==> src/npc_pkg.sv <==
`default_nettype none

package npc_pkg;

    localparam int xlen       = 32;
    localparam int reg_addr_w = 5;

    typedef logic [xlen-1:0]       word_t;
    typedef logic [reg_addr_w-1:0] reg_idx_t;

    // Major opcodes of the supported subset
    localparam logic [6:0] op_lui    = 7'b0110111;
    localparam logic [6:0] op_imm    = 7'b0010011;
    localparam logic [6:0] op_reg    = 7'b0110011;
    localparam logic [6:0] op_system = 7'b1110011;

    // funct3 codes shared by OP and OP-IMM
    localparam logic [2:0] f3_add_sub = 3'b000;
    localparam logic [2:0] f3_sll     = 3'b001;
    localparam logic [2:0] f3_slt     = 3'b010;
    localparam logic [2:0] f3_sltu    = 3'b011;
    localparam logic [2:0] f3_xor     = 3'b100;
    localparam logic [2:0] f3_srl_sra = 3'b101;
    localparam logic [2:0] f3_or      = 3'b110;
    localparam logic [2:0] f3_and     = 3'b111;

    localparam logic [6:0] f7_base = 7'b0000000;
    localparam logic [6:0] f7_alt  = 7'b0100000;

    localparam word_t ebreak_word = 32'h0010_0073;
    // addi x0, x0, 0
    localparam word_t nop_word    = 32'h0000_0013;

    // a0 carries the exit code
    localparam reg_idx_t a0_idx = 5'd10;

    typedef enum logic [3:0] {
        alu_add,
        alu_sub,
        alu_sll,
        alu_slt,
        alu_sltu,
        alu_xor,
        alu_srl,
        alu_sra,
        alu_or,
        alu_and,
        alu_pass_b
    } alu_op_t;

    typedef struct packed {
        word_t    pc;
        word_t    op_a;
        word_t    op_b;
        alu_op_t  alu_op;
        reg_idx_t rd;
        logic     reg_wen;
        logic     is_ebreak;
    } id_ex_t;

    typedef struct packed {
        word_t    pc;
        word_t    result;
        reg_idx_t rd;
        logic     reg_wen;
        logic     is_ebreak;
    } ex_mem_t;

    // Kept apart from ex_mem_t so the MEM stage can add fields
    typedef struct packed {
        word_t    pc;
        word_t    result;
        reg_idx_t rd;
        logic     reg_wen;
        logic     is_ebreak;
    } mem_wb_t;

endpackage

`default_nettype wire
==> src/npc_ifs.sv <==
`default_nettype none

// IF/ID register contents offered to the issue logic
interface fetch_bus import npc_pkg::*; ();
    logic  valid;
    word_t pc;
    word_t inst;
    // Instruction leaves IF/ID on this edge
    logic  take;

    modport fetch (
        output valid, pc, inst,
        input  take
    );

    modport issue (
        input  valid, pc, inst,
        output take
    );
endinterface

// Register write of the instruction in WB
interface wb_bus import npc_pkg::*; ();
    logic     valid;
    logic     wen;
    reg_idx_t rd;
    word_t    data;

    modport producer (
        output valid, wen, rd, data
    );

    modport consumer (
        input valid, wen, rd, data
    );
endinterface

`default_nettype wire

==> src/npc_pipeline.sv <==
`default_nettype none

module npc_pipeline import npc_pkg::*; #(
    parameter word_t reset_pc = 32'h3000_0000
) (
    input  logic     clk,
    input  logic     rst,
    output logic     ifu_req,
    output word_t    ifu_addr,
    input  logic     ifu_rvalid,
    input  word_t    ifu_rdata,
    output logic     commit_valid,
    output word_t    commit_pc,
    output logic     commit_wen,
    output reg_idx_t commit_rd,
    output word_t    commit_data,
    output logic     ebreak_flag,
    output word_t    exit_code
);

    fetch_bus fbus ();
    wb_bus    wbus ();

    // Decode outputs for the instruction in IF/ID
    reg_idx_t id_rs1;
    reg_idx_t id_rs2;
    reg_idx_t id_rd;
    logic     id_uses_rs1;
    logic     id_uses_rs2;
    logic     id_use_imm;
    logic     id_reg_wen;
    logic     id_is_ebreak;
    word_t    id_imm;
    alu_op_t  id_alu_op;

    word_t rf_rdata1;
    word_t rf_rdata2;
    word_t rf_a0;
    word_t a0_now;
    logic  stall;

    id_ex_t  id_ex_d;
    id_ex_t  id_ex_q;
    logic    id_ex_valid;
    ex_mem_t ex_mem_d;
    ex_mem_t ex_mem_q;
    logic    ex_mem_valid;
    mem_wb_t mem_wb_d;
    mem_wb_t mem_wb_q;
    logic    mem_wb_valid;
    word_t   alu_result;

    fetch_unit #(.reset_pc(reset_pc)) u_fetch (
        .clk        (clk),
        .rst        (rst),
        .ifu_req    (ifu_req),
        .ifu_addr   (ifu_addr),
        .ifu_rvalid (ifu_rvalid),
        .ifu_rdata  (ifu_rdata),
        .fetch      (fbus.fetch)
    );

    decoder u_decoder (
        .inst      (fbus.inst),
        .rs1       (id_rs1),
        .rs2       (id_rs2),
        .uses_rs1  (id_uses_rs1),
        .uses_rs2  (id_uses_rs2),
        .rd        (id_rd),
        .imm       (id_imm),
        .use_imm   (id_use_imm),
        .alu_op    (id_alu_op),
        .reg_wen   (id_reg_wen),
        .is_ebreak (id_is_ebreak)
    );

    regfile u_regfile (
        .clk    (clk),
        .rst    (rst),
        .wb     (wbus.consumer),
        .raddr1 (id_rs1),
        .raddr2 (id_rs2),
        .rdata1 (rf_rdata1),
        .rdata2 (rf_rdata2),
        .a0     (rf_a0)
    );

    hazard_unit u_hazard (
        .rs1       (id_rs1),
        .rs2       (id_rs2),
        .uses_rs1  (id_uses_rs1),
        .uses_rs2  (id_uses_rs2),
        .ex_valid  (id_ex_valid),
        .ex_wen    (id_ex_q.reg_wen),
        .ex_rd     (id_ex_q.rd),
        .mem_valid (ex_mem_valid),
        .mem_wen   (ex_mem_q.reg_wen),
        .mem_rd    (ex_mem_q.rd),
        .wb        (wbus.consumer),
        .stall     (stall)
    );

    // A stalled instruction stays in IF/ID and EX gets a bubble
    assign fbus.take = fbus.valid && !stall;

    always_comb begin
        id_ex_d.pc        = fbus.pc;
        id_ex_d.op_a      = rf_rdata1;
        id_ex_d.op_b      = id_use_imm ? id_imm : rf_rdata2;
        id_ex_d.alu_op    = id_alu_op;
        id_ex_d.rd        = id_rd;
        id_ex_d.reg_wen   = id_reg_wen;
        id_ex_d.is_ebreak = id_is_ebreak;
    end

    stage_reg #(.payload_t(id_ex_t)) u_id_ex (
        .clk       (clk),
        .rst       (rst),
        .in_valid  (fbus.take),
        .in_data   (id_ex_d),
        .out_valid (id_ex_valid),
        .out_data  (id_ex_q)
    );

    alu u_alu (
        .op     (id_ex_q.alu_op),
        .a      (id_ex_q.op_a),
        .b      (id_ex_q.op_b),
        .result (alu_result)
    );

    always_comb begin
        ex_mem_d.pc        = id_ex_q.pc;
        ex_mem_d.result    = alu_result;
        ex_mem_d.rd        = id_ex_q.rd;
        ex_mem_d.reg_wen   = id_ex_q.reg_wen;
        ex_mem_d.is_ebreak = id_ex_q.is_ebreak;
    end

    stage_reg #(.payload_t(ex_mem_t)) u_ex_mem (
        .clk       (clk),
        .rst       (rst),
        .in_valid  (id_ex_valid),
        .in_data   (ex_mem_d),
        .out_valid (ex_mem_valid),
        .out_data  (ex_mem_q)
    );

    // MEM only carries the result forward
    always_comb begin
        mem_wb_d.pc        = ex_mem_q.pc;
        mem_wb_d.result    = ex_mem_q.result;
        mem_wb_d.rd        = ex_mem_q.rd;
        mem_wb_d.reg_wen   = ex_mem_q.reg_wen;
        mem_wb_d.is_ebreak = ex_mem_q.is_ebreak;
    end

    stage_reg #(.payload_t(mem_wb_t)) u_mem_wb (
        .clk       (clk),
        .rst       (rst),
        .in_valid  (ex_mem_valid),
        .in_data   (mem_wb_d),
        .out_valid (mem_wb_valid),
        .out_data  (mem_wb_q)
    );

    // Writeback and retire trace
    assign wbus.valid = mem_wb_valid;
    assign wbus.wen   = mem_wb_q.reg_wen;
    assign wbus.rd    = mem_wb_q.rd;
    assign wbus.data  = mem_wb_q.result;

    assign commit_valid = mem_wb_valid;
    assign commit_pc    = mem_wb_q.pc;
    assign commit_wen   = mem_wb_q.reg_wen;
    assign commit_rd    = mem_wb_q.rd;
    assign commit_data  = mem_wb_q.result;

    // x10 as seen after this instruction's own write
    assign a0_now = (wbus.wen && (wbus.rd == a0_idx)) ? wbus.data : rf_a0;

    always_ff @(posedge clk or posedge rst) begin
        if (rst) begin
            ebreak_flag <= 1'b0;
            exit_code   <= '0;
        end else if (mem_wb_valid && mem_wb_q.is_ebreak && !ebreak_flag) begin
            ebreak_flag <= 1'b1;
            exit_code   <= a0_now;
        end
    end

endmodule

`default_nettype wire

==> src/alu.sv <==
`default_nettype none

module alu import npc_pkg::*; (
    input  alu_op_t op,
    input  word_t   a,
    input  word_t   b,
    output word_t   result
);

    logic [4:0] shamt;

    assign shamt = b[4:0];

    always_comb begin
        case (op)
            alu_add:  result = a + b;
            alu_sub:  result = a - b;
            alu_sll:  result = a << shamt;
            alu_slt:  result = {31'b0, $signed(a) < $signed(b)};
            alu_sltu: result = {31'b0, a < b};
            alu_xor:  result = a ^ b;
            alu_srl:  result = a >> shamt;
            // Arithmetic shift keeps the sign
            alu_sra:  result = word_t'($signed(a) >>> shamt);
            alu_or:   result = a | b;
            alu_and:  result = a & b;
            // LUI immediate passes straight through
            default:  result = b;
        endcase
    end

endmodule

`default_nettype wire

==> src/stage_reg.sv <==
`default_nettype none

module stage_reg #(
    parameter type payload_t = logic
) (
    input  logic     clk,
    input  logic     rst,
    input  logic     in_valid,
    input  payload_t in_data,
    output logic     out_valid,
    output payload_t out_data
);

    always_ff @(posedge clk or posedge rst) begin
        if (rst) begin
            out_valid <= 1'b0;
        end else begin
            out_valid <= in_valid;
        end
    end

    // A bubble leaves the old payload in place
    always_ff @(posedge clk) begin
        if (in_valid) begin
            out_data <= in_data;
        end
    end

endmodule

`default_nettype wire

==> src/regfile.sv <==
`default_nettype none

module regfile import npc_pkg::*; (
    input  logic     clk,
    input  logic     rst,
    wb_bus.consumer  wb,
    input  reg_idx_t raddr1,
    input  reg_idx_t raddr2,
    output word_t    rdata1,
    output word_t    rdata2,
    output word_t    a0
);

    // x0 has no storage
    word_t regs [1:31];

    function automatic word_t read_reg(input reg_idx_t addr);
        if (addr == '0) begin
            return '0;
        end
        return regs[addr];
    endfunction

    always_ff @(posedge clk or posedge rst) begin
        if (rst) begin
            for (int i = 1; i < 32; i++) begin
                regs[i] <= '0;
            end
        end else if (wb.valid && wb.wen && (wb.rd != '0)) begin
            regs[wb.rd] <= wb.data;
        end
    end

    // Old value is returned during a write to the same index
    always_comb begin
        rdata1 = read_reg(raddr1);
        rdata2 = read_reg(raddr2);
    end

    assign a0 = regs[a0_idx];

endmodule

`default_nettype wire

==> src/decoder.sv <==
`default_nettype none

module decoder import npc_pkg::*; (
    input  word_t    inst,
    output reg_idx_t rs1,
    output reg_idx_t rs2,
    output logic     uses_rs1,
    output logic     uses_rs2,
    output reg_idx_t rd,
    output word_t    imm,
    output logic     use_imm,
    output alu_op_t  alu_op,
    output logic     reg_wen,
    output logic     is_ebreak
);

    logic [6:0] opcode;
    logic [2:0] funct3;
    logic [6:0] funct7;
    logic       legal;

    // funct3 picks the operation, alt selects sub or sra
    function automatic alu_op_t op_from_funct3(input logic [2:0] f3, input logic alt);
        case (f3)
            f3_add_sub: return alt ? alu_sub : alu_add;
            f3_sll:     return alu_sll;
            f3_slt:     return alu_slt;
            f3_sltu:    return alu_sltu;
            f3_xor:     return alu_xor;
            f3_srl_sra: return alt ? alu_sra : alu_srl;
            f3_or:      return alu_or;
            default:    return alu_and;
        endcase
    endfunction

    assign opcode = inst[6:0];
    assign funct3 = inst[14:12];
    assign funct7 = inst[31:25];

    assign rs1       = inst[19:15];
    assign rs2       = inst[24:20];
    assign rd        = inst[11:7];
    assign is_ebreak = (inst == ebreak_word);

    always_comb begin
        legal    = 1'b0;
        uses_rs1 = 1'b0;
        uses_rs2 = 1'b0;
        use_imm  = 1'b0;
        imm      = '0;
        alu_op   = alu_add;
        case (opcode)
            op_lui: begin
                legal   = 1'b1;
                use_imm = 1'b1;
                imm     = {inst[31:12], 12'b0};
                alu_op  = alu_pass_b;
            end
            op_imm: begin
                uses_rs1 = 1'b1;
                use_imm  = 1'b1;
                imm      = {{20{inst[31]}}, inst[31:20]};
                alu_op   = op_from_funct3(funct3,
                                          (funct3 == f3_srl_sra) && (funct7 == f7_alt));
                // Shift amounts above 31 are not RV32I
                if (funct3 == f3_sll) begin
                    legal = (funct7 == f7_base);
                end else if (funct3 == f3_srl_sra) begin
                    legal = (funct7 == f7_base) || (funct7 == f7_alt);
                end else begin
                    legal = 1'b1;
                end
            end
            op_reg: begin
                uses_rs1 = 1'b1;
                uses_rs2 = 1'b1;
                alu_op   = op_from_funct3(funct3, funct7 == f7_alt);
                legal    = (funct7 == f7_base) ||
                           ((funct7 == f7_alt) &&
                            ((funct3 == f3_add_sub) || (funct3 == f3_srl_sra)));
            end
            op_system: begin
                legal = is_ebreak;
            end
            default: begin
                legal = 1'b0;
            end
        endcase
    end

    // Unknown encodings fall through as a no-op
    assign reg_wen = legal && (rd != '0);

endmodule

`default_nettype wire

==> src/hazard_unit.sv <==
`default_nettype none

module hazard_unit import npc_pkg::*; (
    input  reg_idx_t rs1,
    input  reg_idx_t rs2,
    input  logic     uses_rs1,
    input  logic     uses_rs2,
    input  logic     ex_valid,
    input  logic     ex_wen,
    input  reg_idx_t ex_rd,
    input  logic     mem_valid,
    input  logic     mem_wen,
    input  reg_idx_t mem_rd,
    wb_bus.consumer  wb,
    output logic     stall
);

    logic ex_write;
    logic mem_write;
    logic wb_write;
    logic rs1_busy;
    logic rs2_busy;

    function automatic logic hits(input reg_idx_t src, input logic write, input reg_idx_t dst);
        return write && (src == dst);
    endfunction

    assign ex_write  = ex_valid && ex_wen;
    assign mem_write = mem_valid && mem_wen;
    // WB counts too since the register file is updated only at the end of that cycle
    assign wb_write  = wb.valid && wb.wen;

    // x0 never carries a dependency
    assign rs1_busy = uses_rs1 && (rs1 != '0) &&
                      (hits(rs1, ex_write, ex_rd) ||
                       hits(rs1, mem_write, mem_rd) ||
                       hits(rs1, wb_write, wb.rd));

    assign rs2_busy = uses_rs2 && (rs2 != '0) &&
                      (hits(rs2, ex_write, ex_rd) ||
                       hits(rs2, mem_write, mem_rd) ||
                       hits(rs2, wb_write, wb.rd));

    assign stall = rs1_busy || rs2_busy;

endmodule

`default_nettype wire

==> src/fetch_unit.sv <==
`default_nettype none

module fetch_unit import npc_pkg::*; #(
    parameter word_t reset_pc = 32'h3000_0000
) (
    input  logic  clk,
    input  logic  rst,
    output logic  ifu_req,
    output word_t ifu_addr,
    input  logic  ifu_rvalid,
    input  word_t ifu_rdata,
    fetch_bus.fetch fetch
);

    word_t pc;
    logic  waiting;
    logic  ifid_valid;
    word_t ifid_pc;
    word_t ifid_inst;
    logic  can_request;
    logic  resp_accept;

    // Only one request in flight, and only when IF/ID will have room
    assign can_request = !waiting && (!ifid_valid || fetch.take);
    assign resp_accept = waiting && ifu_rvalid;

    assign ifu_addr = pc;

    always_ff @(posedge clk or posedge rst) begin
        if (rst) begin
            pc         <= reset_pc;
            ifu_req    <= 1'b0;
            waiting    <= 1'b0;
            ifid_valid <= 1'b0;
        end else begin
            // Request is a single-cycle pulse
            ifu_req <= can_request;

            if (fetch.take) begin
                ifid_valid <= 1'b0;
            end

            if (resp_accept) begin
                waiting    <= 1'b0;
                ifid_valid <= 1'b1;
                pc         <= pc + 32'd4;
            end

            if (can_request) begin
                waiting <= 1'b1;
            end
        end
    end

    // Response word paired with the address it was fetched from
    always_ff @(posedge clk) begin
        if (resp_accept) begin
            ifid_pc   <= pc;
            ifid_inst <= ifu_rdata;
        end
    end

    assign fetch.valid = ifid_valid;
    assign fetch.pc    = ifid_pc;
    assign fetch.inst  = ifid_inst;

endmodule

`default_nettype wire

==> config.mk <==
export PLATFORM = sky130hd
export DESIGN_NAME = npc_pipeline
export DESIGN_NICKNAME = d
export VERILOG_FILES = /design/src/npc_pkg.sv /design/src/npc_ifs.sv /design/src/npc_pipeline.sv /design/src/alu.sv /design/src/stage_reg.sv /design/src/regfile.sv /design/src/decoder.sv /design/src/hazard_unit.sv /design/src/fetch_unit.sv
export SDC_FILE = /design/constraint.sdc
export NUM_CORES = 2
export LEC_CHECK = 0
export ABC_AREA = 0
export BUFFER_PORTS_ARGS = -buffer_cell sky130_fd_sc_hd__buf_4
export CAP_MARGIN = 10
export CORE_ASPECT_RATIO = 2
export CORE_UTILIZATION = 51
export DETAILED_ROUTE_END_ITERATION = 16
export PLACE_DENSITY = 0.67
export SYNTH_ARGS = -nofsm -noshare
export SYNTH_HDL_FRONTEND = slang
export SYNTH_SLANG_ARGS = --single-unit
export TNS_END_PERCENT = 5
==> constraint.sdc <==
create_clock -name clk -period 41.1 [get_ports clk]
set_input_delay 2.055 -clock clk [delete_from_list [all_inputs] [get_ports clk]]
set_output_delay 2.055 -clock clk [all_outputs]
set_load 0.03 [all_outputs]
==> metrics <==
RSZ-0062 raised after global routing no; global-route wire length before repair 375,000 um; RD Place Congestion about 1.1; via-per-instance ratio between 6 and 7; CTS clk-pin slew, worst paths about 70 ps; outcome finished clean; Tot GR Track Use 0.357; average size of a mapped cell around 14 um2; clk_lat worst skew between 700 and 800 ps; fmax approximately 160 MHz; Hold Buf Count CTS 0; Setup-failing EPs final 0; Hold Crit Start u_ex_mem.out_data[49]; final hold violation count 0; Post-synth ARST share 0.777; R2R Setup Slk 35,950 ps; grt ovf 0; DIE AREA about 0.15 mm2; post-route ant nets 0; top cells by area, synth dfrtp_1, mux4_2, mux2_2; maximum VDD drop 0.0506 mV; post-CTS setup buffer count 0; number of I/O pins approximately 170; Crit. End Element async pin; antenna violations before repair 14; reg2reg start u_fetch.fetch.inst[21]; layout cells sized above 1 0.431; post-route minimum period around 6200 ps; Routed WL ~260,000 um; Final period util 0.151; post-cts sizing count 0; Initial Util 0.514; Top Metal Used met5; dpl hpwl about 160,000 um; Final Slew Violations 0; pre-CTS WS about 34,000 ps; Post-synth top cells mux2_2, dfrtp_1, mux4_2, clkbuf_1, edfxtp_1; CTS tree built; metal3 WL 19,700 um; area grow syn2layout 9.59%; DR WL/cell 36.1 um; via count 50,412; detailed-router iteration count before antenna repair 8; utilization after layout 0.564; worst rel slew slack 0.0535; synthesized instance count about 5,300; Cell Area, Synth about 0.075 mm2; remaining design rule violation count 0; Leakage Power ~0.035 uW; EDFF count, synth approximately 310; Rows 198; Synthesis Warnings 0; critical path class input port to async pin; maximum root-to-sink buffer count 3; pin count of the biggest net entering global routing about 190; Sink Count approximately 1,400; beginning of the critical path rst; CTS buffer count 120; top-count cell post-synth mux2_2; Worst Tran Pin Value ~1400 ps; DR WL met2 between 100,000 and 150,000 um; Hold WC Path Type flip-flop to flip-flop; worst setup margin 34,880 ps; Most used DFF post-synth dfrtp_1; Post-layout nets 5,350; Synth Register Bits approximately 1,400; pwr dens approximately 42 mW/mm2; Yosys top cell area share 0.354; number of global-route vias before repair 51,866; post-synth top area cell dfrtp_1; Setup Skew 60.0 ps; crit-path max FO 81; CTS root buf clkbuf_16; CP required 41,910 ps; Core ar. around 0.15 mm2; total of max-cap violations 0; PortBufs about 170; crit start category input port; Die X roughly 270 um; sequential fraction of the synthesis area 0.477; DRT iter0 DRCs roughly 5,200; setup_tns 0 ps; Yosys cell types 94; Crit path arrival time 7030 ps; die height 544 um; H-Tree Depth 3; met1 wire length between 80,000 and 90,000 um
[power breakdown]
part	internal, uW	leakage [uW]	switching [uW]
clock network	699	0.00212	555
logic	277	0.0158	308
registers	1520	0.0173	113
[path summary, 6_finish.rpt]
kind | end | cells past startpoint
max | u_regfile.regs[542] | 7
min | u_mem_wb.out_data[49] | 0
max reg2reg | u_id_ex.out_data[54] | 11
min reg2reg | u_mem_wb.out_data[49] | 0
max in group clk | u_id_ex.out_data[54] | 11
min in group asynchronous | u_regfile.regs[453] | 2
[logic make-up (layout without fill, tap and decap cells)]
| group | Yosys count | after routing | share of synthesized area |
|---|---|---|---|
| AO/OA/AOI/OAI | 699 | 699 | 0.0628 |
| multiplexers | 1823 | 1823 | 0.361 |
| flip-flops | 1366 | 1366 | 0.477 |
| other | 1 | 12 | 0.0000500 |
| adder cells (fa/ha/maj) | 100 | 100 | 0.0169 |
| AND/OR/NAND/NOR | 609 | 609 | 0.0367 |
| XOR/XNOR | 65 | 65 | 0.00760 |
| buffers and inverters | 673 | 657 | 0.0385 |
[state kept, by name, indices dropped and copies added (netlist names), 30 cells and up]
name                flops
u_fetch.fetch.inst     32
u_fetch.fetch.pc       30
u_regfile.a0           32
u_fetch.ifu_addr       30
u_id_ex.out_data      105
exit_code              32
u_mem_wb.out_data      69
u_ex_mem.out_data      69
u_regfile.regs        960
[metal layers]
layer / track usage / up-vias
met3: 0.0759 / 953
met2: 0.590 / 2647
met5: 0 / -
li1: - / 20137
met1: 0.405 / 26665
met4: 0.271 / 10
[stage by stage]
step                power (uW)  area, um2  cells  hold WS, ps
detailed placement        2220      77500   6979          405
floorplan                 2030      75000   5339          400
finish                    3470      82100   7231          414
global route              3580      82100   7224          417
CTS                       3470      81900   7209          402
global placement          2200      77500   6979          401
[worst max-delay path, stage by stage]
cell	delay, ps
buf_4	130
inv_8	360
buf_4	780
buf_4	800
buf_4	920
buf_4	940
buf_4	740
[placed cells by master (no fill, tap or decap), drive strengths merged, types with 25 or more instances in the layout]
| master | n |
|---|---|
| mux4 | 592 |
| a221oi | 31 |
| ha | 98 |
| a22oi | 25 |
| inv | 114 |
| nand2 | 193 |
| clkinv | 33 |
| o211ai | 33 |
| clkbuf | 169 |
| nor2 | 224 |
| dfrtp | 1059 |
| buf | 314 |
| xor2 | 30 |
| a211oi | 25 |
| mux2i | 128 |
| o21ai | 167 |
| edfxtp | 305 |
| xnor2 | 35 |
| a22o | 56 |
| mux2 | 1103 |
| a21oi | 167 |
| nand3 | 33 |
[area by class of cell]
class	instances	area [um2]
repair buffers	316	2530
diodes	8	20.0
inverters	111	427
clock inverters	63	825
well taps	1900	2380
flip-flops and latches	1366	35700
clock buffers	167	3570
multi-input cells	3300	36700
fillers	11699	63500
(Power assumes the default switching activity.)
